$ cat config.mk
export PLATFORM = sky130hd
export DESIGN_NAME = lsu_issue_stage
export DESIGN_NICKNAME = d
export VERILOG_FILES = /design/src/lsu_pkg.sv /design/src/lsu_issue_stage.sv
export VERILOG_INCLUDE_DIRS = /design/src
export SDC_FILE = /design/constraint.sdc
export NUM_CORES = 1
export LEC_CHECK = 0
export ABC_AREA = 1
export BUFFER_PORTS_ARGS = -buffer_cell sky130_fd_sc_hd__buf_2
export CORE_AREA = 2 2 117 119
export CTS_BUF_LIST = sky130_fd_sc_hd__clkbuf_2 sky130_fd_sc_hd__clkbuf_4 sky130_fd_sc_hd__clkbuf_8
export CTS_CLUSTER_SIZE = 30
export DETAILED_ROUTE_END_ITERATION = 12
export DIE_AREA = 0 0 119 121
export PLACE_DENSITY_LB_ADDON = 0.08
export SKIP_LAST_GASP = 1
export SLEW_MARGIN = 20
export SYNTH_ARGS = -nofsm -noshare
export SYNTH_HDL_FRONTEND = slang
export SYNTH_SLANG_ARGS = --single-unit
export TNS_END_PERCENT = 20
$ cat constraint.sdc
create_clock -name clk -period 5.95 [get_ports clk]
set_clock_uncertainty 0.15 [all_clocks]
set_input_delay 0.595 -clock clk [delete_from_list [all_inputs] [get_ports clk]]
set_output_delay 0.595 -clock clk [all_outputs]
set_load 0.03 [all_outputs]
$ cat src/lsu_settings.svh
`ifndef LSU_SETTINGS_SVH
`define LSU_SETTINGS_SVH

// data memory depth in 32-bit words
`define LSU_MEM_WORDS 256

// request accept to data_ok, 1 to 4 cycles
`define LSU_SRAM_LATENCY 2

// address error codes, load and store
`define LSU_EXC_ADEL 5'd4
`define LSU_EXC_ADES 5'd5

`endif

$ cat src/lsu_pkg.sv
`default_nettype none

package lsu_pkg;

    // load/store operations of the slice
    typedef enum logic [3:0] {
        OP_LW,
        OP_LB,
        OP_LBU,
        OP_LH,
        OP_LHU,
        OP_LWL,
        OP_LWR,
        OP_SW,
        OP_SB,
        OP_SH
    } mem_op_e;

    // one memory word, seen as bytes or as halfwords
    typedef union packed {
        logic [3:0][7:0]  b;
        logic [1:0][15:0] h;
    } mem_word_u;

endpackage

`default_nettype wire

$ cat src/lsu_issue_stage.sv
`timescale 1ns/1ps
`default_nettype none
`include "lsu_settings.svh"

module lsu_issue_stage
    import lsu_pkg::*;
(
    input  wire          clk,
    input  wire          reset,
    input  wire          in_valid,
    input  wire mem_op_e in_op,
    input  wire [31:0]   in_base,
    input  wire [15:0]   in_offset,
    input  wire [31:0]   in_wdata,
    input  wire [4:0]    in_dest,
    input  wire          ms_allowin,
    input  wire          ms_flush,
    input  wire          data_addr_ok,
    output logic         in_allowin,
    output logic         is_to_ms_valid,
    output mem_op_e      is_op,
    output logic [31:0]  is_addr,
    output logic [4:0]   is_dest,
    output logic         is_ex,
    output logic [4:0]   is_excode,
    output logic         data_req,
    output logic         data_wr,
    output logic [3:0]   data_be,
    output logic [31:0]  data_addr,
    output logic [31:0]  data_wdata
);

    logic        is_valid;
    logic        is_ready_go;
    logic        is_store;
    mem_op_e     op_q;
    logic [31:0] base_q;
    logic [15:0] offset_q;
    logic [31:0] wdata_q;
    logic [4:0]  dest_q;
    mem_word_u   st_word;

    assign is_ready_go    = is_ex || (data_req && data_addr_ok);
    assign is_to_ms_valid = is_valid && is_ready_go && !ms_flush;
    // a flush frees the entry, so a new op may come in
    assign in_allowin     = !is_valid || ms_flush || (is_ready_go && ms_allowin);

    always_ff @(posedge clk) begin
        if (reset) begin
            is_valid <= 1'b0;
        end else if (in_allowin) begin
            is_valid <= in_valid;
        end
    end

    always_ff @(posedge clk) begin
        if (in_valid && in_allowin) begin
            op_q     <= in_op;
            base_q   <= in_base;
            offset_q <= in_offset;
            wdata_q  <= in_wdata;
            dest_q   <= in_dest;
        end
    end

    assign is_op    = op_q;
    assign is_dest  = dest_q;
    assign is_addr  = base_q + {{16{offset_q[15]}}, offset_q};
    assign is_store = (op_q == OP_SW) || (op_q == OP_SB) || (op_q == OP_SH);

    always_comb begin
        case (op_q)
            OP_LW, OP_SW:         is_ex = is_addr[1:0] != 2'b00;
            OP_LH, OP_LHU, OP_SH: is_ex = is_addr[0];
            default:              is_ex = 1'b0;
        endcase
    end

    assign is_excode = is_store ? `LSU_EXC_ADES : `LSU_EXC_ADEL;

    // replicate store data so every lane carries it
    always_comb begin
        st_word = wdata_q;
        data_be = 4'h0;
        case (op_q)
            OP_SB: begin
                for (int i = 0; i < 4; i++)
                    st_word.b[i] = wdata_q[7:0];
                data_be = 4'b0001 << is_addr[1:0];
            end
            OP_SH: begin
                st_word.h[0] = wdata_q[15:0];
                st_word.h[1] = wdata_q[15:0];
                data_be = is_addr[1] ? 4'b1100 : 4'b0011;
            end
            OP_SW: data_be = 4'hf;
            default: ;
        endcase
    end

    assign data_req   = is_valid && !is_ex && ms_allowin && !ms_flush;
    assign data_wr    = is_store;
    assign data_addr  = {is_addr[31:2], 2'b00};
    assign data_wdata = st_word;

endmodule

`default_nettype wire

# After elaboration in Yosys (flattened, before gate mapping)
# Cells that the tools add are included.
classes:
  shifts: 1
  mux: 5
  add_sub_neg: 1
  reduce_logical: 20
  n_eq_ne: 5
ops:
  columns: ["operator", "count"]
  rows:
  - ["case mux 32 bit (2 select lines)", 1]
  - ["adder 32 bit", 1]
  - ["case mux 4 bit (3 select lines)", 1]
  - ["equality test 4 x 3 -> 1 bit, second input constant", 2]
  - ["equality test 4 bit, second input constant", 2]
  - ["logical AND 1 bit", 8]
  - ["logical OR 1 bit", 5]
  - ["equality test 4 x 2 -> 1 bit, second input constant", 1]
  - ["logical NOT 4 bit", 1]
  - ["2-to-1 mux 4 bit", 1]
  - ["left shift 1 x 2 -> 4 bit, first input constant", 1]
  - ["logical NOT 1 bit", 3]
  - ["OR reduction 3 bit", 1]
  - ["case mux 1 bit (2 select lines)", 1]
  - ["nonzero test 2 bit", 1]
  - ["OR reduction 2 bit", 1]
  - ["2-to-1 mux 1 bit", 1]
word_totals:
  elab_cells: 38
  register_bits: 90
  output_inout_bits: 119
  input_bits: 95

# Longest topological paths before layout
logic_depth:
  ltp_word: 12
  depth_mapped: 13
  mapped_depth_nobuf: 12

# Worst setup path after synthesis
# No wires, ideal clock.
synth_path:
  kind: "reg2reg"
  from: "register base_q[0]"
  to: "register base_q[0], enable pin"
  path_slack_ns: -0.467
  path_buffers: 0
  t_arrival_ns: 5.701
  required_time_ns: 5.235
  synth_period_minus_slack_ns: 6.417
  path_stages_with_launch: 9
  setup_time_ns: 0.565
  path_cell_list: "edfxtp_1 > ha_1 > inv_1 > fa_1 > nand2_1 > nand2_1 > nand3_1 > nand2_1 > a21oi_1"
synth_between:
  elab_chain_cells: 12
synth_lines:
  columns: ["element", "line_no", "rtl"]
  rows:
  - ["start, declared", "lsu_issue_stage.sv:37", "logic [31:0] base_q;"]
  - ["start signal, assigned", "lsu_issue_stage.sv:59", "base_q <= in_base;"]
  - ["adder 32 bit *", "lsu_issue_stage.sv:68", "assign is_addr = base_q + {{16{offset_q[15]}}, offset_q};"]
  - ["nonzero test 2 bit", "lsu_issue_stage.sv:73", "OP_LW, OP_SW: is_ex = is_addr[1:0] != 2'b00;"]
  - ["case mux 1 bit (2 select lines) *", "lsu_issue_stage.sv:72", "case (op_q)"]
  - ["logical NOT 1 bit", "lsu_issue_stage.sv:101", "assign data_req = is_valid && !is_ex && ms_allowin && !ms_flush;"]
  - ["logical AND 1 bit (3 in a row)", "lsu_issue_stage.sv:101", null]
  - ["logical AND 1 bit", "lsu_issue_stage.sv:43", "assign is_ready_go = is_ex || (data_req && data_addr_ok);"]
  - ["logical OR 1 bit *", "lsu_issue_stage.sv:43", null]
  - ["logical AND 1 bit *", "lsu_issue_stage.sv:46", "assign in_allowin = !is_valid || ms_flush || (is_ready_go && ms_allowin);"]
  - ["logical OR 1 bit *", "lsu_issue_stage.sv:46", null]
  - ["logical AND 1 bit *", "lsu_issue_stage.sv:57", "if (in_valid && in_allowin) begin"]
# Every way passes the cells marked *; elsewhere a longest branch is shown, timed or not.
# A chain may end at the register's enable or synchronous reset.

# Worst setup path in the final report
layout_path:
  from: "register offset_q[15]"
  to: "output port is_addr[27]"
layout_between:
  elab_chain_cells: 1
layout_lines:
  columns: ["element", "line_no", "rtl"]
  rows:
  - ["start, declared", "lsu_issue_stage.sv:38", "logic [15:0] offset_q;"]
  - ["start signal, assigned", "lsu_issue_stage.sv:60", "offset_q <= in_offset;"]
  - ["adder 32 bit", "lsu_issue_stage.sv:68", null]
  - ["end, declared", "lsu_issue_stage.sv:22", "output logic [31:0] is_addr,"]
# Every way passes these cells.

==> results.cfg <==
[run_status]
status = completed

[sta]
min_period_over_period_pct = 60.2
slew_viol_final = 0
tns_ns = 0
period_needed_ns = 3.58
worst_slack_ns = 2.37
hold_viol_final = 0
grt_setup_unrepaired = false
max_freq_mhz = 279
slew_headroom_pct = 47.3
worst_slew_pin_slew_ns = 0.790
setup_viol = 0

[floorplanning]
die_area_um2 = 14400
start_util_pct = 46.0
die_h_um = 121
core_um2 = 13100
ios = 214
dieWidth_um = 119
placementRows = 42

[layout]
most-common-layout-cells = nand2_1, buf_2, inv_1
fin_nets = 1048
diodes = 0
multi_input_area_um2 = 2510
area_growth_pct = 18.8
nFillCells = 1254
layout-drive-gt1-share_pct = 28.1
ff_latch_area_um2 = 2690
final_common_cell = nand2_1

[synthesis]
synthSimpleGateAreaFrac_pct = 26.8
syn-mean-instance-area_um2 = 8.06
synthMuxAreaShare_pct = 0
post-synth-top-area-cell = edfxtp_1
syn_inst = 746
synth_xor_xnor_area_share_pct = 2.62
synth-compound-area-share_pct = 4.95
netlist_area_um2 = 6020
ys_seq_area_share_pct = 44.8
ys_seq_elements = 90
synth_area_leaders = edfxtp_1, nand2_1, inv_1
synth_fa_ha_area_share_pct = 6.78
synth_warnings = 0
synth_top_family_by_area = simple AND/OR/NAND/NOR gates
synthDistinctLibCells = 33
yosys.area.top_type_share_pct = 44.4

[critical_path]
arrival_ns = 2.83
critPathKind = register to output pin
start_kind = register
critPathCaptureType = output pin
reg2reg_depth = 9
path_max_fanout = 17
required_ns = 5.20

[clock_tree]
clk_path_buf_depth = 2
cts_root_buffer = clkbuf_8
clk_latency_ns = 0.38
ctsResizeCount = 0
clock-sinks = 90
cts.clk_slew.worst_paths_ns = 0.10
h-tree-depth = 3
numCtsBuffers = 9
cts_hold_buf = 0
post_cts_buffers = 0
cts_tree = done

[global_routing]
grt_pass1_vias = 4941
grt_pass1_wl_um = 23400
track_usage_pct = 20.6
grt_max_degree = 90
grt-ovfl-total = 0
met1_usage_pct = 25.7
use_met3_pct = 6.06
antenna_found_initial = 1
grt_most_used_layer = met2
use_met2_pct = 34.5

[routing]
finalWirelength_um = 14700
drtPass1Iterations = 5
drc = 0
avgViaCountPerCell = 4.72
ant_nets = 0
drt_iter0_drc = 362
wl_per_cell_um = 13.3
vias = 5196

[power]
p_leak_nw = 3.80
powerDensity_nw_per_um2 = 273
vdd_drop_max_uv = 214

[placed_design]
place_congestion = 0.951
dp_hpwl_um = 11800
portBuffers = 207
dp_slack_ns = 2.75

[run]
maxCapViolCount = 0

[worst_hold_path]
hold_class = primary input to register
hold-path-cell-count = 2
final cells by class:
type / instances / share of cell area [%]
clock inverter: 7 / 1.05
clock buffer: 9 / 1.73
inverter: 127 / 6.67
multi-input combinational: 485 / 35.1
sequential: 90 / 37.7
tap: 176 / 3.08
timing repair buffer: 208 / 14.7
power breakdown:
group	total (mW)	switching [mW]	internal [mW]
sequential	0.760	0.0165	0.744
combinational	0.743	0.536	0.207
clock	0.447	0.249	0.198
total	1.95	0.801	1.15
cells in the mapped netlist:
cell type / n
a21oi_1: 23
nand2_1: 262
and2_1: 2
xnor2_1: 2
nand4_1: 5
xor2_1: 16
nand2_2: 16
conb_1: 2
a21o_1: 2
dfxtp_1: 1
inv_1: 121
nor2_4: 2
buf_6: 1
nor2_1: 39
nor2_2: 2
nand3_2: 5
o21bai_1: 3
nor3_2: 5
o21a_1: 1
buf_2: 1
ha_1: 31
nor3_1: 5
nand3_1: 29
fa_1: 1
o211ai_1: 8
buf_4: 46
edfxtp_1: 89
nand3b_1: 3
o21ai_0: 14
nor4_1: 1
inv_2: 6
o31ai_1: 1
or2_1: 1
path summary, 6_finish.rpt:
check,endpoint,start,slack [ns]
hold / removal,is_valid,reset,0.21
hold reg to reg,is_valid,is_valid,0.49
setup / recovery,is_addr[27],offset_q[15],2.37
setup reg to reg,wdata_q[31],base_q[0],3.02
logic make-up (layout without fill, tap and decap cells):
family / Yosys count / after routing
and+or+nand+nor: 377 / 377
buffers and inverters: 175 / 351
DFF: 90 / 90
AOI/OAI and AO/OA: 52 / 52
adders and majority gates: 32 / 32
xor gates and xnor gates: 18 / 18
other: 2 / 6
metal layers:
layer / wire [um] / vias to the layer above
met1: 6330 / 2296
met2: 6890 / 218
met4: 199 / 2
li1: - / 2664
met5: 13 / -
met3: 1230 / 16
registers in the layout, indices dropped and copies added, names as in the netlist:
register,count
base_q,32
wdata_q,32
offset_q,16
is_dest,5
is_op,4
is_valid,1
through the flow:
stage	hold WS, ns	area [um2]	util [%]	power, mW	cells
floorplan	0.514	6030	-	1.37	750
global placement	0.459	6940	53.1	1.51	1086
detailed placement	0.477	6940	53.1	1.52	1086
CTS	0.187	7140	54.6	1.97	1102
global route	0.205	7150	54.6	2.05	1102
finish	0.205	7150	54.6	1.95	1102
critical path, stage by stage, from the launching register on:
cell      delay [ns]
edfxtp_1        0.70
ha_1            0.52
nand2_1         0.10
inv_1           0.10
nand2_2         0.08
nor3_1          0.30
and2_1          0.18
nand2_1         0.10
nand2_1         0.07
nand2_1         0.05
nand2_1         0.06
buf_2           0.19
No activity file was read; power rests on OpenSTA's default activity.
