## src/lsu_settings.svh

```systemverilog
`ifndef LSU_SETTINGS_SVH
`define LSU_SETTINGS_SVH

// data memory depth in 32-bit words
`define LSU_MEM_WORDS 256

// request accept to data_ok, 1 to 4 cycles
`define LSU_SRAM_LATENCY 2

// address error codes, load and store
`define LSU_EXC_ADEL 5'd4
`define LSU_EXC_ADES 5'd5

`endif

```

## src/lsu_pkg.sv

```systemverilog
`default_nettype none

package lsu_pkg;

    // load/store operations of the slice
    typedef enum logic [3:0] {
        OP_LW,
        OP_LB,
        OP_LBU,
        OP_LH,
        OP_LHU,
        OP_LWL,
        OP_LWR,
        OP_SW,
        OP_SB,
        OP_SH
    } mem_op_e;

    // one memory word, seen as bytes or as halfwords
    typedef union packed {
        logic [3:0][7:0]  b;
        logic [1:0][15:0] h;
    } mem_word_u;

endpackage

`default_nettype wire

```

## src/lsu_mem_stage.sv

```systemverilog
`timescale 1ns/1ps
`default_nettype none

module lsu_mem_stage
    import lsu_pkg::*;
(
    input  wire          clk,
    input  wire          reset,
    input  wire          is_to_ms_valid,
    input  wire mem_op_e is_op,
    input  wire [31:0]   is_addr,
    input  wire [4:0]    is_dest,
    input  wire          is_ex,
    input  wire [4:0]    is_excode,
    input  wire          ws_allowin,
    input  wire          data_ok,
    input  wire [31:0]   data_rdata,
    output logic         ms_allowin,
    output logic         ms_to_ws_valid,
    output logic [3:0]   ms_rf_we,
    output logic [4:0]   ms_dest,
    output logic [31:0]  ms_result,
    output logic         ms_ex,
    output logic [4:0]   ms_excode,
    output logic [31:0]  ms_badvaddr,
    output logic         ms_flush
);

    logic        ms_valid;
    logic        ms_ready_go;
    mem_op_e     op_q;
    logic [31:0] addr_q;
    logic [4:0]  dest_q;
    logic        ex_q;
    logic [4:0]  excode_q;
    logic [1:0]  pos;
    logic [3:0]  load_we;
    mem_word_u   rd;

    assign ms_ready_go    = ex_q || data_ok;
    assign ms_allowin     = !ms_valid || (ms_ready_go && ws_allowin);
    assign ms_to_ws_valid = ms_valid && ms_ready_go;

    always_ff @(posedge clk) begin
        if (reset) begin
            ms_valid <= 1'b0;
        end else if (ms_allowin) begin
            ms_valid <= is_to_ms_valid;
        end
    end

    always_ff @(posedge clk) begin
        if (is_to_ms_valid && ms_allowin) begin
            op_q     <= is_op;
            addr_q   <= is_addr;
            dest_q   <= is_dest;
            ex_q     <= is_ex;
            excode_q <= is_excode;
        end
    end

    assign rd  = data_rdata;
    assign pos = addr_q[1:0];

    // align and extend, lwl/lwr only touch part of the register
    always_comb begin
        load_we = 4'hf;
        case (op_q)
            OP_LB:  ms_result = {{24{rd.b[pos][7]}}, rd.b[pos]};
            OP_LBU: ms_result = {24'b0, rd.b[pos]};
            OP_LH:  ms_result = {{16{rd.h[pos[1]][15]}}, rd.h[pos[1]]};
            OP_LHU: ms_result = {16'b0, rd.h[pos[1]]};
            OP_LWL: begin
                ms_result = data_rdata << {~pos, 3'b000};
                load_we   = {1'b1, pos != 2'd0, pos[1], pos == 2'd3};
            end
            OP_LWR: begin
                ms_result = data_rdata >> {pos, 3'b000};
                load_we   = {pos == 2'd0, ~pos[1], pos != 2'd3, 1'b1};
            end
            OP_LW:  ms_result = data_rdata;
            default: begin
                ms_result = data_rdata;
                load_we   = 4'h0;
            end
        endcase
    end

    assign ms_rf_we    = {4{ms_valid && !ex_q}} & load_we;
    assign ms_dest     = dest_q;
    assign ms_ex       = ms_valid && ex_q;
    assign ms_excode   = {5{ms_ex}} & excode_q;
    assign ms_badvaddr = addr_q;
    assign ms_flush    = ms_ex;

endmodule

`default_nettype wire

```

## config.mk

```make
export PLATFORM = sky130hd
export DESIGN_NAME = lsu_mem_stage
export DESIGN_NICKNAME = d
export VERILOG_FILES = /design/src/lsu_settings.svh /design/src/lsu_pkg.sv /design/src/lsu_mem_stage.sv
export SDC_FILE = /design/constraint.sdc
export NUM_CORES = 1
export LEC_CHECK = 0
export ABC_AREA = 1
export BUFFER_PORTS_ARGS = -buffer_cell sky130_fd_sc_hd__buf_4
export CORE_MARGIN = 2
export CORE_UTILIZATION = 38
export CTS_CLUSTER_SIZE = 40
export DETAILED_ROUTE_END_ITERATION = 7
export PLACE_DENSITY = 0.66
export SETUP_SLACK_MARGIN = 0.15
export SLEW_MARGIN = 0
export SYNTH_ARGS = -nofsm -noshare
export SYNTH_HDL_FRONTEND = slang
export SYNTH_SLANG_ARGS = --single-unit
export TNS_END_PERCENT = 5
```

## constraint.sdc

```tcl
create_clock -name clk -period 7.22 [get_ports clk]
set_clock_uncertainty 0.2 [all_clocks]
set_input_delay 0.722 -clock clk [delete_from_list [all_inputs] [get_ports clk]]
set_output_delay 0.722 -clock clk [all_outputs]
set_load 0.02 [all_outputs]
```

## Word level (Yosys, flattened, before mapping)

Index checks and enable logic that the tools add are counted.

| storage, ports and cells | value |
|---|---|
| flip-flop bits (word level) | 48 |
| output and inout port bits | 82 |
| input bits | 84 |
| logic and storage cells | 41 |

| operators by class | value |
|---|---|
| shift-type cells | 2 |
| reduce and logical (&&, ||, !) cells | 13 |
| mux-type cells | 6 |
| magnitude comparators | 2 |
| equal/unequal tests | 8 |
| bitwise gates (word level) | 4 |

Operators by type and width:

| cell | count |
|---|---|
| 32-bit one-hot mux with 6 select lines | 1 |
| 16-bit two-way mux | 2 |
| 32-bit by 5-bit << shifter with 32-bit output | 1 |
| 32-bit by 5-bit >> shifter with 32-bit output | 1 |
| 8-bit binary-select mux with 2-bit select | 1 |
| 4-bit by 3-bit equality test with 1-bit output, second input constant | 3 |
| 4-bit one-hot mux with 3 select lines | 1 |
| 4-bit by 2-bit equality test with 1-bit output, second input constant | 2 |
| 8-bit two-way mux | 1 |
| 5-bit bitwise AND | 1 |
| 1-bit logical AND | 5 |
| 5-bit OR reduction | 1 |
| 4-bit bitwise AND | 1 |
| 4-bit by 1-bit equality test with 1-bit output, second input constant | 1 |
| 4-bit logical NOT | 1 |
| 2-bit by 3-bit < comparator with 1-bit output, second input constant | 1 |
| 2-bit equality test, second input constant | 1 |
| 1-bit logical NOT | 2 |
| 2-bit logical NOT | 1 |
| 1-bit logical OR | 2 |
| 1-bit by 2-bit < comparator with 1-bit output, second input constant | 1 |
| 2-bit inequality test, second input constant | 1 |
| 2-bit inverter | 1 |
| 2-bit nonzero test | 1 |
| 1-bit inverter | 1 |

## Longest topological paths before layout

| depth | value |
|---|---|
| depth in word-level cells | 4 |
| mapped depth | 10 |
| depth with buffers taken out | 8 |

## Worst setup path before layout

Ideal clock, no wire load.

| timing path | value |
|---|---|
| kind | input -> register |
| start point | input port ws_allowin |
| end point | register ex_q (enable) |
| setup time | 0.467 ns |
| path buffers | 0 |
| arrival | 3.120 ns |
| cell stages on the path | 2 |
| slack | 3.433 ns |
| cells stage by stage | o21ai_0 a21oi_1 |

| on the way | value |
|---|---|
| longest elaborated chain between the ends | 3 |

RTL lines:

| item | RTL line | source |
|---|---|---|
| from (decl) | lsu_mem_stage.sv:15 | `input wire ws_allowin,` |
| 1-bit logical AND | lsu_mem_stage.sv:41 | `assign ms_allowin = !ms_valid \|\| (ms_ready_go && ws_allowin);` |
| 1-bit logical OR | lsu_mem_stage.sv:41 |  |
| 1-bit logical AND | lsu_mem_stage.sv:53 | `if (is_to_ms_valid && ms_allowin) begin` |
| to (signal assigned) | lsu_mem_stage.sv:57 | `ex_q <= is_ex;` |
| to (decl) | lsu_mem_stage.sv:34 | `logic ex_q;` |

Every way passes these cells.
A chain may end at the register's enable or synchronous reset.

## Worst setup path after layout

| timing path | value |
|---|---|
| start point | register addr_q[0] (netlist: ms_badvaddr[0]) |
| end point | output port ms_result[29] |

| on the way | value |
|---|---|
| longest elaborated chain between the ends | 3 |
| elaborated cells between the ends (all ways) | 6 |
| those cells by class | 2 x shift; 3 x mux; 1 x bitwise |

RTL lines:

| item | RTL line | source |
|---|---|---|
| from (decl) | lsu_mem_stage.sv:32 | `logic [31:0] addr_q;` |
| from (signal assigned) | lsu_mem_stage.sv:55 | `addr_q <= is_addr;` |
| 2-bit inverter or 8-bit binary-select mux with 2-bit select (tied branches) | lsu_mem_stage.sv:74, lsu_mem_stage.sv:69 |  |
| 32-bit by 5-bit << shifter with 32-bit output or 8-bit two-way mux (tied branches) | lsu_mem_stage.sv:74, lsu_mem_stage.sv:69 |  |
| 32-bit one-hot mux with 6 select lines (*) | lsu_mem_stage.sv:68 | `case (op_q)` |
| to (decl) | lsu_mem_stage.sv:22 | `output logic [31:0] ms_result,` |

Every way passes the cells marked *; elsewhere a longest branch is shown, timed or not. The select of a mux whose other input is x is not followed.

==> flow_metrics.env <==
export IMPL_rsz0062_at_grt="false"
export IMPL_synth_nets=603
export IMPL_relSlewSlack=0.235
export IMPL_ys_warn_count=0
export IMPL_hpwl_um=7960
export IMPL_max_freq_mhz=287
export IMPL_antenna_found_initial=0
export IMPL_grt_max_degree=54
export IMPL_cp_required_ps=6300
export IMPL_final_common_cell="nand2_1"
export IMPL_power_density_nw_per_um2=154
export IMPL_post_route_period_util=0.483
export IMPL_grt_use_total=0.218
export IMPL_cts_tree="built"
export IMPL_hold_class="reg -> reg"
export IMPL_crit_family="buffers and inverters"
export IMPL_cts_htree_levels=2
export IMPL_timing_hold_ws_ps=373
export IMPL_clkPwrFrac=0.193
export IMPL_dieHeight_um=101
export IMPL_slowest_delay_ps=390
export IMPL_holdBufCountCts=0
export IMPL_first_pass_iters=6
export IMPL_status="complete, no violations"
export IMPL_ioPinCount=166
export IMPL_critPathSlowestCell="buf_4"
export IMPL_drv_cap=0
export IMPL_drc=0
export IMPL_drt_iter0_drc=223
export IMPL_ys_types=19
export IMPL_first_global_vias=3919
export IMPL_wl_per_cell_um=14.2
export IMPL_area_growth_syn_to_layout_pct=36.2
export IMPL_synth_avg_cell_area_um2=6.87
export IMPL_sequentialPowerShare=0.445
export IMPL_dieArea_um2=10200
export IMPL_final_cell_mix="nand2_1 (178), buf_4 (168), nand3_1 (125)"
export IMPL_comb_power_share=0.362
export IMPL_netlist_area_um2=3560
export IMPL_nets=747
export IMPL_tightestPinTransition_ps=1150
export IMPL_rows=35
export IMPL_clk_latency_ps=280
export IMPL_r2r_slack_ps=5390
export IMPL_cp_cell_sequence="buf_4 > inv_2 > o21ai_1 > nand2_1 > nand2_1 > nand2_2 > nand3_1 > buf_4"
export IMPL_io_buffer_count=165
export IMPL_power_switching_uw=243
export IMPL_swShare=0.326
export IMPL_cts_root_buffer="clkbuf_8"
export IMPL_gp_congestion=0.870
export IMPL_grt_ovfl_total=0
export IMPL_drv_slew=0
export IMPL_ant_nets=0
export IMPL_internal_power_uw=503
export IMPL_cts_buffers=5
export IMPL_antenna_cells=0
export IMPL_setup_viol_count_final=0
export IMPL_fin_crit_ps=3480
export IMPL_vdd_drop_max_v=0.000186
export IMPL_final_setup_tns_ps=0
export IMPL_path_buf_inv=3
export IMPL_path_class="reg -> out"
export IMPL_fp_dieW_um=101
export IMPL_core_um2=9150
export IMPL_hold_viol=0
export IMPL_totalWireLength_um=11000
export IMPL_clock_path_buffers=2
export IMPL_ys_seq_elements=48
export IMPL_arrival_ps=2560
export IMPL_vias=4085
export IMPL_grt_pass1_wl_um=17900
export IMPL_start_kind="flop"
export IMPL_syn_inst=519
export IMPL_leakage_uw=0.00246
export IMPL_cts_resized=0
export IMPL_ys_seq_area_frac=0.402
export IMPL_clk_pin_slew_worst_paths_ps=80
export IMPL_cp_max_fo=44
export IMPL_clock_sinks=48
export IMPL_viasPerCell=5.27
export IMPL_start_util=0.389
export IMPL_drive_above_1_share=0.288
export IMPL_cts_setup_buffers=0
export IMPL_crit_path_end_kind="primary output"
[cell usage after synthesis]
library cell | instances | share of area
inv_2 | 4 | 0.0042
o21ai_1 | 1 | 0.0014
a21oi_1 | 9 | 0.013
nand4_1 | 9 | 0.016
nor2_2 | 4 | 0.0070
buf_2 | 17 | 0.024
nand2_1 | 178 | 0.19
edfxtp_1 | 47 | 0.40
dfxtp_1 | 1 | 0.0056
nor2_1 | 46 | 0.048
o211ai_1 | 1 | 0.0021
nor2_4 | 5 | 0.016
inv_1 | 33 | 0.035
nand2_2 | 4 | 0.0070
o21ai_0 | 21 | 0.029
clkbuf_1 | 4 | 0.0042
buf_6 | 7 | 0.022
nand3_1 | 125 | 0.18
buf_4 | 3 | 0.0063
[cell type report]
cell class                      instances  area, um^2
Fill cell                             870        4300
Multi-Input combinational cell        403        1800
Sequential cell                        48        1430
Timing Repair Buffer                  168        1260
Inverter                               37         139
Tap cell                              111         139
Clock buffer                            7        76.3
Clock inverter                          1        3.75
[path summary, 6_finish.rpt]
path / from / to / depth (start not counted)
min reg2reg: ms_valid / ms_valid / 2
max: ms_badvaddr[0] / ms_result[29] / 8
min: ms_valid / ms_valid / 2
max reg2reg: ex_q / ms_badvaddr[7] / 3
[worst register-to-register path, cell delays in order, from the launching register on]
cell      delay [ps]
edfxtp_1         390
o21ai_0          190
a21oi_4          190
buf_4            480
[power by group through the flow]
stage	registers, uW	logic, uW	clock network (uW)
final	332	270	144
after global routing	334	296	159
after CTS	332	270	151
after detailed placement	338	269	0
after global placement	338	266	0
after floorplan	355	138	0
[registers in the layout, summed over array words and instances (netlist names)]
name / cells
ms_badvaddr: 32
excode_q: 5
ms_dest: 5
op_q: 4
ex_q: 1
ms_valid: 1
[cell families after synthesis]
| family | share of synthesized area |
|---|---|
| simple gates | 0.457 |
| buf+inv | 0.0955 |
| flops | 0.402 |
| compound gates | 0.0456 |
[metal layers]
metal  part of all wire  track usage  vias up
li1                   -            -     2008
met1               0.39        0.270     1821
met2               0.47        0.358      233
met3               0.12       0.0652       23
met4              0.025       0.0811        0
met5                  0            0        -
[per-stage QoR]
stage          area, um^2  power (uW)   util  worst slack (ps)  std cells
6_report             4850         746  0.530              3740        775
5_1_grt              4850         789  0.530              3560        775
4_1_cts              4850         753  0.530              3770        775
3_5_place_dp         4770         608  0.522              4100        767
3_3_place_gp         4770         604  0.522              4190        767
2_1_floorplan        3560         493      -              3430        519
(Power assumes the default switching activity.)
