===== src/lsu_settings.svh =====
`ifndef LSU_SETTINGS_SVH
`define LSU_SETTINGS_SVH

// data memory depth in 32-bit words
`define LSU_MEM_WORDS 256

// request accept to data_ok, 1 to 4 cycles
`define LSU_SRAM_LATENCY 2

// address error codes, load and store
`define LSU_EXC_ADEL 5'd4
`define LSU_EXC_ADES 5'd5

`endif


===== src/lsu_wb_stage.sv =====
`timescale 1ns/1ps
`default_nettype none

module lsu_wb_stage (
    input  wire         clk,
    input  wire         reset,
    input  wire         ms_to_ws_valid,
    input  wire  [3:0]  ms_rf_we,
    input  wire  [4:0]  ms_dest,
    input  wire  [31:0] ms_result,
    input  wire         ms_ex,
    input  wire  [4:0]  ms_excode,
    input  wire  [31:0] ms_badvaddr,
    input  wire  [4:0]  rf_raddr,
    output logic        ws_allowin,
    output logic        wb_valid,
    output logic [4:0]  wb_dest,
    output logic [3:0]  wb_we,
    output logic        wb_ex,
    output logic [4:0]  wb_excode,
    output logic [31:0] wb_badvaddr,
    output logic [31:0] rf_rdata
);

    logic        ws_valid;
    logic [3:0]  we_q;
    logic [4:0]  dest_q;
    logic [31:0] result_q;
    logic        ex_q;
    logic [4:0]  excode_q;
    logic [31:0] badvaddr_q;
    logic [31:0] rf [32];

    // nothing stalls past writeback
    assign ws_allowin = 1'b1;

    always_ff @(posedge clk) begin
        if (reset) begin
            ws_valid <= 1'b0;
        end else if (ws_allowin) begin
            ws_valid <= ms_to_ws_valid;
        end
    end

    always_ff @(posedge clk) begin
        if (ms_to_ws_valid && ws_allowin) begin
            we_q       <= ms_rf_we;
            dest_q     <= ms_dest;
            result_q   <= ms_result;
            ex_q       <= ms_ex;
            excode_q   <= ms_excode;
            badvaddr_q <= ms_badvaddr;
        end
    end

    // byte-wise commit, r0 never written
    always_ff @(posedge clk) begin
        if (reset) begin
            for (int i = 0; i < 32; i++)
                rf[i] <= 32'b0;
        end else if (ws_valid && dest_q != 5'd0) begin
            for (int i = 0; i < 4; i++)
                if (we_q[i])
                    rf[dest_q][i*8 +: 8] <= result_q[i*8 +: 8];
        end
    end

    always_ff @(posedge clk) begin
        if (reset) begin
            wb_valid <= 1'b0;
        end else begin
            wb_valid <= ws_valid;
        end
    end

    always_ff @(posedge clk) begin
        if (ws_valid) begin
            wb_dest     <= dest_q;
            wb_we       <= we_q;
            wb_ex       <= ex_q;
            wb_excode   <= excode_q;
            wb_badvaddr <= badvaddr_q;
        end
    end

    assign rf_rdata = rf[rf_raddr];

endmodule

`default_nettype wire


===== config.mk =====
export PLATFORM = sky130hd
export DESIGN_NAME = lsu_wb_stage
export DESIGN_NICKNAME = d
export VERILOG_FILES = /design/src/lsu_settings.svh /design/src/lsu_wb_stage.sv
export SDC_FILE = /design/constraint.sdc
export NUM_CORES = 1
export LEC_CHECK = 0
export BUFFER_PORTS_ARGS = -buffer_cell sky130_fd_sc_hd__buf_2
export CAP_MARGIN = 20
export CELL_PAD_IN_SITES_DETAIL_PLACEMENT = 1
export CELL_PAD_IN_SITES_GLOBAL_PLACEMENT = 1
export CORE_UTILIZATION = 25
export DETAILED_ROUTE_END_ITERATION = 10
export HOLD_SLACK_MARGIN = 0.15
export MAX_ROUTING_LAYER = met4
export PLACE_DENSITY_LB_ADDON = 0.2
export SLEW_MARGIN = 20
export SYNTH_ARGS = -nofsm -noshare
export SYNTH_HDL_FRONTEND = slang
export SYNTH_SLANG_ARGS = --single-unit

===== constraint.sdc =====
create_clock -name clk -period 4.26 [get_ports clk]
set_clock_uncertainty 0.15 [all_clocks]
set_input_delay 0.426 -clock clk [delete_from_list [all_inputs] [get_ports clk]]
set_output_delay 0.426 -clock clk [all_outputs]
set_load 0.02 [all_outputs]

# Word level (Yosys, flattened, before mapping)
# Memory sizes are Yosys's and may differ from the RTL's.
# Cells that the tools add are included.
# Widths: inputs -> output; s select.
# totals
reg_bits	128
ram_bits	1024
inputBits	87
output_inout_bits	81
wordCells	38
mem_count	1
# memory_table
memory	words	word_bits	read_ports	rd_ports_with_merged_regs	write_ports	line	text
rf	32	32	1	0	32	lsu_wb_stage.sv:32	logic [31:0] rf [32];
# op_classes
n_mux	21
n_reduce_logical	3
# op_table
cell	n
$mux 32	1
$reduce_or 32->1	1
$mux 1	18
$mux 5	1
$reduce_bool 5->1	1
$mux 4	1
$logic_and 1x1->1	1

# Logic depth before layout (Yosys ltp)
# Gate-level depths: netlist (run 1).
# logic_depth
word_depth	7
depth_mapped	8
ltp_nobuf	5

# Worst setup path before layout (run 1)
# No wires, ideal clock.
# synth_timing
path_type	flip-flop to flip-flop
start	register ws_valid
end	memory rf[10][10], enable pin
setup_ns	0.309
t_arrival_ns	2.484
required_time_ns	3.801
slack_ns	1.317
stages_incl_launch_ff	7
path_buffers	2
period_less_slack_ns	2.943
cell_sequence	dfxtp_1 > nor2b_1 > buf_2 > nand3_1 > buf_4 > nor2_1 > or2_2
# synth_rtl
element	line	text
start: declaration	lsu_wb_stage.sv:25	logic ws_valid;
start signal: assignment	lsu_wb_stage.sv:41	ws_valid <= ms_to_ws_valid;
end: declaration	lsu_wb_stage.sv:32	

# Worst setup path after layout (run 1)
# layout_timing
start	input rf_raddr[1]
end	output rf_rdata[31]
# layout_via
elab_chain_cells	1
# layout_rtl
element	line	text
start: declaration	lsu_wb_stage.sv:14	input wire [4:0] rf_raddr,
$mem_v2 32x32	--	
end: declaration	lsu_wb_stage.sv:22	output logic [31:0] rf_rdata
# No other way between the ends.

==> reports/results.tsv, run 1 <==
metric	value	unit
share of layout cells above drive strength 1	0.1450	
clk root buf	clkbuf_16	
combinational share of power	0.077	
vias in the first global route	32480	
RSZ-0062 raised after global routing	false	
Pleak	23.86	nW
fin worst setup slack	906.7	ps
number of distinct library cells after synthesis	30	
Mean Syn Cell Area	13.80	sq um
drt first-iter violations	1815	
final WL	164700	um
setup TNS	0	ps
DRT Pass-1 Iters	5	
run status	finished, final reports clean	
maxcap violations	0	
Final Instance Area	61360	sq um
input/output buffers	166	
largest cells by area after synthesis	edfxtp_1 67%, and2_1 12%, mux2i_1 9.9%	
Max FO, Critical Path	41	
initial antenna violation count	6	
CP endpoint kind	output pin	
pre-CTS setup slack	870.6	ps
total gr overflow	0	
clk_lat worst skew	780	ps
commonest non-fill, non-tap cell in the layout	edfxtp_1	
HP Class	primary input to register	
Clk pwr share	0.430	
routed via count	30320	
cts bufs inserted	139	
switching component of the power	6.353	mW
largest family of logic cells by synthesized area	simple AND/OR/NAND/NOR gates	
proportion of synthesized area in mux cells	0.09924	
Synth Area in Adders	0	
Hold WS	218.1	ps
clock-pin slew on the worst setup and hold paths	50	ps
Mapped Cells	3743	
num ports	168	
Cell Pwr Density	429.2	nW/um^2
fin crit period	3353	ps
WL/cell	24.05	um
Compound-Gate Fraction of Synth Area	0.03857	
largest net degree at the start of global routing	73	
# rows	166	
FILL cells	21610	
XOR/XNOR Fraction of Synth Area	0	
TritonCTS clock tree	done	
synth warn	0	
Arrival @ worst endpoint	2780	ps
DRC viols	0	
GRT Overall Usage	0.1611	
post-synth top area cell	edfxtp_1	
antenna-violating nets left	0	
DP Area	55860	sq um
commonest cells after routing, fill and taps aside	1150 x edfxtp_1, 951 x and2_1, 512 x mux2i_1	
maximum clock frequency	298.2	MHz
fin nets	4147	
final hold violations	0	
Worst Path Required	3680	ps
Synth top area share	0.6687	
Int Pwr	19.98	mW
Die W	456.5	um
Post-CTS Resized	0	
Final setup viols	0	
slew margin rel.	0.3160	
WS Path Type	primary input to output pin	
post-detailed-placement half-perimeter wirelength	104400	um
Starting Density	0.2519	
mapped cell area	51640	sq um
Syn-to-layout area delta	18.83	%
power share of the sequential group	0.493	
crit path launch type	primary input	
core area	205000	sq um
first-pass GRT wire length	236200	um
simple logic cell fraction of the synthesized area	0.1696	
CTS H-tree depth	4	
worst-case clock buffer depth	3	
synthesized flop and latch total	1152	
clk sink count	1152	
Via density	4.428	
switching share of total power	0.2412	
register area share after synthesis	0.6695	
Final Max Slew Viols	0	
fin crit share	0.7872	
die area	208400	sq um
gpl congestion	0.7738	
die height	456.5	um
Worst VDD drop	323.4	uV
worst slew pin tran	1024	ps
## final timing paths
path,startpoint,to,slack (ps),depth (start not counted)
hold / removal,ms_result[31],result_q[31],220,2
setup reg to reg,dest_q[2],rf[16][24],960,4
hold reg to reg,badvaddr_q[7],wb_badvaddr[7],270,0
setup / recovery,rf_raddr[1],rf_rdata[31],910,8
## through the flow
stage | utilization | power (mW) | std cells
floorplan | - | 14.24 | 3774
global placement | 0.2725 | 15.21 | 6480
detailed placement | 0.2725 | 15.22 | 6480
CTS | 0.2993 | 26.75 | 6847
global route | 0.2993 | 27.19 | 6848
finish | 0.2993 | 26.33 | 6849
## state kept, by name (all words and copies together) (netlist names), 5 cells and up
signal and flops:
rf 1024, badvaddr_q 32, result_q 32, wb_badvaddr 32, dest_q 5, excode_q 5
wb_dest 5, wb_excode 5
## power groups by stage
stage	combinational, mW	sequential (mW)	clock (mW)
2_1_floorplan	1.04	13.2	0
3_3_place_gp	2.00	13.2	0
3_5_place_dp	2.01	13.2	0
4_1_cts	2.10	13.0	11.7
5_1_grt	2.18	13.0	12.0
6_report	2.03	13.0	11.3
## logic make-up (layout without fill, tap and decap cells)
group,after synthesis,in the layout
compound gates,292,292
buf+inv,260,645
flops,1152,1152
mux,512,512
other cells,2,35
simple gates,1525,1525
## worst max-delay path, stage by stage
cell and delay, ps:
buf_8 300, buf_12 370, buf_12 250, mux2i_1 280
a22oi_1 170, a31oi_1 420, nand3_1 210, buf_2 220
## layout make-up
type | instances | area (sq um) | area share
sequential | 1152 | 34570 | 0.5634
multi-input combinational | 2362 | 16030 | 0.2612
timing repair buffer | 405 | 3162 | 0.05153
clock inverter | 62 | 447.9 | 0.007300
tap | 2688 | 3363 | 0.05481
antenna | 2 | 5.005 | 0.00008156
clock buffer | 178 | 3784 | 0.06166
## routing by layer
layer	vias up	GRT usage	part of all wire
met5	-	-	0
met4	0	0.05083	0.027
met3	192	0.02264	0.031
met2	501	0.2681	0.49
met1	15520	0.2014	0.45
li1	14110	-	-
## Yosys cell counts (all sizes together)
| cell type | n |
|---|---|
| buf | 89 |
| edfxtp | 1150 |
| nor3b | 3 |
| a31oi | 32 |
| and2 | 964 |
| a22o | 64 |
| nor2b | 6 |
| a21o | 4 |
| nor2 | 128 |
| a22oi | 96 |
| nor3 | 33 |
| nand2 | 134 |
| and3b | 1 |
| and3 | 33 |
| nand3 | 100 |
| mux2i | 512 |
| a21oi | 96 |
| conb | 2 |
| dfxtp | 2 |
| or2 | 121 |
| clkbuf | 171 |
| nand2b | 2 |
## repair_timing
item,4_1_cts,5_1_grt
endpoints found under the hold margin,115,0
hold buffers,127,0
buffers inserted,0,0
Note: power is estimated with default switching activity, not from simulation.
==> run 2, diff against run 1 <==
- clock period: 4.26 -> 3.22 ns (I/O delays scaled with it)
==> run 2 against run 1 <==
Clock power rose by 36%. Die area unchanged. Sequential share of layout area decreased by 1.5 points. Register-to-register slack got worse by 720 ps. Largest power group unchanged. Design area grew 2.8%. Cell count rose by 2.6%. Total power grew 34%. Largest cell class unchanged. Critical endpoint is now rf_rdata[0]. Non-clock buffer count is 164 higher.
==> reports/results.tsv, run 2 (same netlist as run 1, synthesis figures left out) <==
metric	value	unit	change
total gr overflow	0		unchanged
commonest non-fill, non-tap cell in the layout	edfxtp_1		
final hold violations	0		unchanged
clk root buf	clkbuf_16		
GRT Overall Usage	0.1607		-0.0003754
DP Area	57090	sq um	+2.2%
DRC viols	0		unchanged
routed via count	31050		+2.4%
Reg with most FFs	rf		
crit path max-delay cell type	edfxtp_1		
CP endpoint kind	output pin		
worst-case clock buffer depth	3		unchanged
Arrival @ worst endpoint	2560	ps	-220 ps
Int Pwr	26.96	mW	+35%
switching share of total power	0.2383		-0.002944
Cell Pwr Density	561.2	nW/um^2	+31%
Syn-to-layout area delta	22.14	%	
Largest register FFs	1024		unchanged
setup TNS	0	ps	unchanged
switching component of the power	8.434	mW	+33%
Worst VDD drop	463.1	uV	+43%
final WL	163400	um	-0.81%
Pleak	24.79	nW	+3.9%
maxcap violations	0		unchanged
vias in the first global route	33490		+3.1%
fin crit share	0.9412		
worst slew pin tran	907.7	ps	-115.9 ps
DRT Pass-1 Iters	5		unchanged
drt first-iter violations	1665		-8.3%
first-pass GRT wire length	237000	um	+0.33%
Max FO, Critical Path	1		-98%
Final Max Slew Viols	0		unchanged
fin nets	4313		+4.0%
share of layout cells above drive strength 1	0.1702		+0.02518
die area	208400	sq um	unchanged
pre-CTS setup slack	131.8	ps	-738.8 ps
crit-path cells	mux2i_1 > a22o_1 > nor3_1 > buf_4 > a31oi_1 > nand3_1 > buf_2		
power share of the sequential group	0.485		-0.008
RSZ-0062 raised after global routing	false		
input/output buffers	166		unchanged
antenna-violating nets left	0		unchanged
post-detailed-placement half-perimeter wirelength	106700	um	+2.2%
fin worst setup slack	189.3	ps	-717.4 ps
CTS H-tree depth	4		unchanged
HP Class	primary input to register		
crit path launch type	register		
die height	456.5	um	unchanged
cts bufs inserted	141		+1.4%
clk sink count	1152		unchanged
Worst Path Required	2750	ps	-930 ps
Post-CTS Setup Bufs	0		unchanged
initial antenna violation count	7		+1
core area	205000	sq um	unchanged
WL/cell	23.26	um	-3.3%
slew margin rel.	0.3927		+0.07670
gpl congestion	0.7957		+2.8%
TritonCTS clock tree	done		
Final Instance Area	63070	sq um	+2.8%
WS Path Type	register to output pin		
clock-pin slew on the worst setup and hold paths	60	ps	about the same
Via density	4.420		-0.16%
run status	finished, final reports clean		
Clk pwr share	0.435		+0.005
combinational share of power	0.080		+0.003
Final setup viols	0		unchanged
maximum clock frequency	330.0	MHz	
num ports	168		unchanged
# rows	166		unchanged
largest net degree at the start of global routing	137		+88%
clk_lat worst skew	780	ps	about the same
Starting Density	0.2519		unchanged
Die W	456.5	um	unchanged
commonest cells after routing, fill and taps aside	1150 x edfxtp_1, 951 x and2_1, 512 x mux2i_1		
largest stage delay on the critical path	370	ps	-50 ps
fin crit period	3031	ps	
## run 2: cell types whose count changed in the layout (fill, tap and decap cells not counted), moves of 2 or more
cell	change
inv_6	+2
diode_2	+4
clkinv_1	+4
buf_12	+19
clkinv_4	+3
dlygate4sd3_1	+31
bufinv_16	+6
clkbuf_16	-2
clkbuf_1	+4
buf_4	+114
clkinv_2	-7
## run 2: path summary, 6_finish.rpt
path	from	endpoint	slack (ps)	cells past startpoint
worst max-delay path	rf[6][0]	rf_rdata[0]	190	7
worst min-delay path	ms_dest[4]	dest_q[4]	230	2
worst max register to register	dest_q[2]	rf[10][14]	240	5
worst min register to register	badvaddr_q[21]	wb_badvaddr[21]	270	0
## run 2: power by group through the flow
stage	registers, mW	clock network [mW]	logic (mW)
2_1_floorplan	17.5	0	1.37
3_3_place_gp	17.5	0	2.74
3_5_place_dp	17.5	0	2.75
4_1_cts	17.2	15.9	2.90
5_1_grt	17.2	16.4	3.03
6_report	17.2	15.4	2.82
## run 2: what timing repair did
| action | CTS | global route |
|---|---|---|
| gates resized for setup | 0 | 1 |
| endpoints found under the hold margin | 121 | 0 |
| hold buffers | 158 | 0 |
| endpoints found under the setup margin | 0 | 8 |
## run 2: layout make-up
class / count / area [sq um]
diodes: 6 / 15.01
clock buffers: 179 / 3735
clock inverters: 69 / 644.4
fillers: 21590 / 141900
multi-input cells: 2362 / 16030
flip-flops and latches: 1152 / 34570
well taps: 2688 / 3363
repair buffers: 569 / 4708
## run 2: critical path, delay by kind of cell, from the launching register on
family,cells,cell delay [ps]
buffers and inverters,2,370
DFF,1,370
AOI/OAI and AO/OA,2,540
and+or+nand+nor,2,240
muxes,1,280
## run 2: per-layer routing
| metal | GRT usage | vias to the layer above | wire, um |
|---|---|---|---|
| met5 | - | - | 0 |
| met4 | 0.05068 | 0 | 4568 |
| met3 | 0.02224 | 207 | 4828 |
| met2 | 0.2708 | 479 | 81320 |
| met1 | 0.1984 | 15910 | 72690 |
| li1 | - | 14460 | - |
## run 2: per-stage QoR
step | total power, mW | utilization | std cells | hold WS (ps)
2_1_floorplan | 18.84 | - | 3774 | 250.3
3_3_place_gp | 20.21 | 0.2785 | 6613 | 250.2
3_5_place_dp | 20.23 | 0.2785 | 6613 | 255.2
4_1_cts | 35.92 | 0.3076 | 7019 | 182.6
5_1_grt | 36.61 | 0.3076 | 7022 | 204.8
6_report | 35.39 | 0.3077 | 7025 | 232.1
==> run 3, diff against run 2 <==
- clock period: 3.22 -> 3.85 ns (I/O delays scaled with it)
==> run 3 against run 2 <==
Hold slack gained 30 ps. Largest power group unchanged. Flip-flop and latch count did not move. Wire length about the same. Sequential share of layout area is 0.57 points higher. Critical path depth shrank 2. Clock power is 14% lower. Die area is the same. Count of clock-buffer cells in the layout rose by 3. Core utilization down 0.32 points. Design area shrank 1.0%. Non-clock buffer count shrank 77.
==> reports/results.tsv, run 3 (same netlist as run 1, synthesis figures left out) <==
metric	value	unit	change
slew margin rel.	0.2466		-0.1461
CTS H-tree depth	4		unchanged
Arrival @ worst endpoint	3530	ps	+970 ps
crit path launch type	register		
fin crit period	3209	ps	
FILL cells	21680		+0.42%
area occupied by multi-input gates	16030	sq um	about the same
GRT Overall Usage	0.1601		-0.0006442
flop2flop setup slack	640	ps	+400 ps
clk_lat worst skew	790	ps	about the same
gpl congestion	0.7756		-2.5%
die area	208400	sq um	unchanged
DRT Pass-1 Iters	5		unchanged
Cell Pwr Density	478.0	nW/um^2	-15%
worst slew pin tran	1130	ps	+222.4 ps
total gr overflow	0		unchanged
worst reg2reg path depth	5		unchanged
WL/cell	23.48	um	+0.96%
storage element area	34570	sq um	unchanged
Final setup viols	0		unchanged
Via density	4.416		about the same
input/output buffers	166		unchanged
Max FO, Critical Path	9		+8
first-pass GRT wire length	234500	um	-1.0%
run status	finished, final reports clean		
drt first-iter violations	1971		+18%
clock-pin slew on the worst setup and hold paths	60	ps	about the same
Final Max Slew Viols	0		unchanged
# rows	166		unchanged
share of layout cells above drive strength 1	0.1576		-0.01253
Post-CTS Resized	0		unchanged
maxcap violations	0		unchanged
Worst Path Required	4170	ps	+1420 ps
Worst VDD drop	354.7	uV	-23%
HP Class	register to register		
CP startpoint	dest_q[1]		
reg2reg start	dest_q[1]		
final WL	163500	um	about the same
WS Path Type	register to register		
fin crit share	0.8336		
CP endpoint kind	register		
worst-case clock buffer depth	3		unchanged
Setup crit end	rf[12][14]		
hold path start	badvaddr_q[4]		
cts bufs inserted	146		+3.5%
fin nets	4241		-1.7%
Largest register FFs	1024		unchanged
Die W	456.5	um	unchanged
clk sink count	1152		unchanged
RSZ-0062 raised after global routing	false		
core area	205000	sq um	unchanged
hold path depth	0		-2
Post-Route Utilization	0.3045		-0.003192
post-detailed-placement half-perimeter wirelength	106100	um	-0.57%
Pleak	24.39	nW	-1.6%
vias in the first global route	32930		-1.7%
Syn-to-layout area delta	20.87	%	
Post-CTS Setup Bufs	0		unchanged
antenna-violating nets left	0		unchanged
Hold WS	262.2	ps	+30.17 ps
routed via count	30760		-0.96%
final hold violations	0		unchanged
commonest non-fill, non-tap cell in the layout	edfxtp_1		
maximum clock frequency	311.6	MHz	
Starting Density	0.2519		unchanged
TritonCTS clock tree	done		
reg2reg end	rf[12][14]		
DRC viols	0		unchanged
initial antenna violation count	16		+9
Reg with most FFs	rf		
commonest cells after routing, fill and taps aside	1150 x edfxtp_1, 951 x and2_1, 512 x mux2i_1		
num ports	168		unchanged
clk root buf	clkbuf_16		
setup TNS	0	ps	unchanged
largest net degree at the start of global routing	71		-48%
die height	456.5	um	unchanged
[run 3: cell type report]
type	count	share of cell area
multi-input cells	2362	0.2568
repair buffers	492	0.06224
flip-flops and latches	1152	0.5539
diodes	13	0.0005212
well taps	2688	0.05388
clock inverters	75	0.009542
clock buffers	182	0.06309
[run 3: critical path: stages, from the launching register on]
cell	delay [ps]
edfxtp_1	560
nor2_2	410
nand2_1	430
buf_4	320
nor2_1	630
or2_2	380
[run 3: power by group]
group,internal [mW],switching [mW]
Clock,7.70,5.48
Sequential,14.2,0.167
Combinational,0.715,1.56
Total,22.6,7.22
[run 3: what timing repair did]
item | 4_1_cts | 5_1_grt
endpoints found under the setup margin | 0 | 0
hold endpoints to repair | 253 | 0
hold buffers | 157 | 0
[run 3: per-layer routing]
layer | track usage | share of wire
met5 | - | 0
met2 | 0.2626 | 0.49
met4 | 0.05707 | 0.033
met1 | 0.1975 | 0.44
met3 | 0.02769 | 0.039
[run 3: how the worst min path moves through the flow]
stage / to / slack (ps)
2_1_floorplan: wb_badvaddr[0] / 250
3_3_place_gp: wb_badvaddr[9] / 250
3_5_place_dp: wb_excode[2] / 260
4_1_cts: dest_q[3] / 260
5_1_grt: dest_q[3] / 260
6_report: wb_badvaddr[4] / 260
[run 3: metrics by stage]
stage | area [sq um] | setup WS, ps | total power, mW | std cells
2_1_floorplan | 51760 | 906.5 | 15.76 | 3774
3_3_place_gp | 56260 | 505.3 | 16.83 | 6536
3_5_place_dp | 56260 | 476.3 | 16.85 | 6536
4_1_cts | 62370 | 479.0 | 30.28 | 6950
5_1_grt | 62410 | 479.4 | 30.80 | 6961
6_report | 62420 | 640.8 | 29.84 | 6964
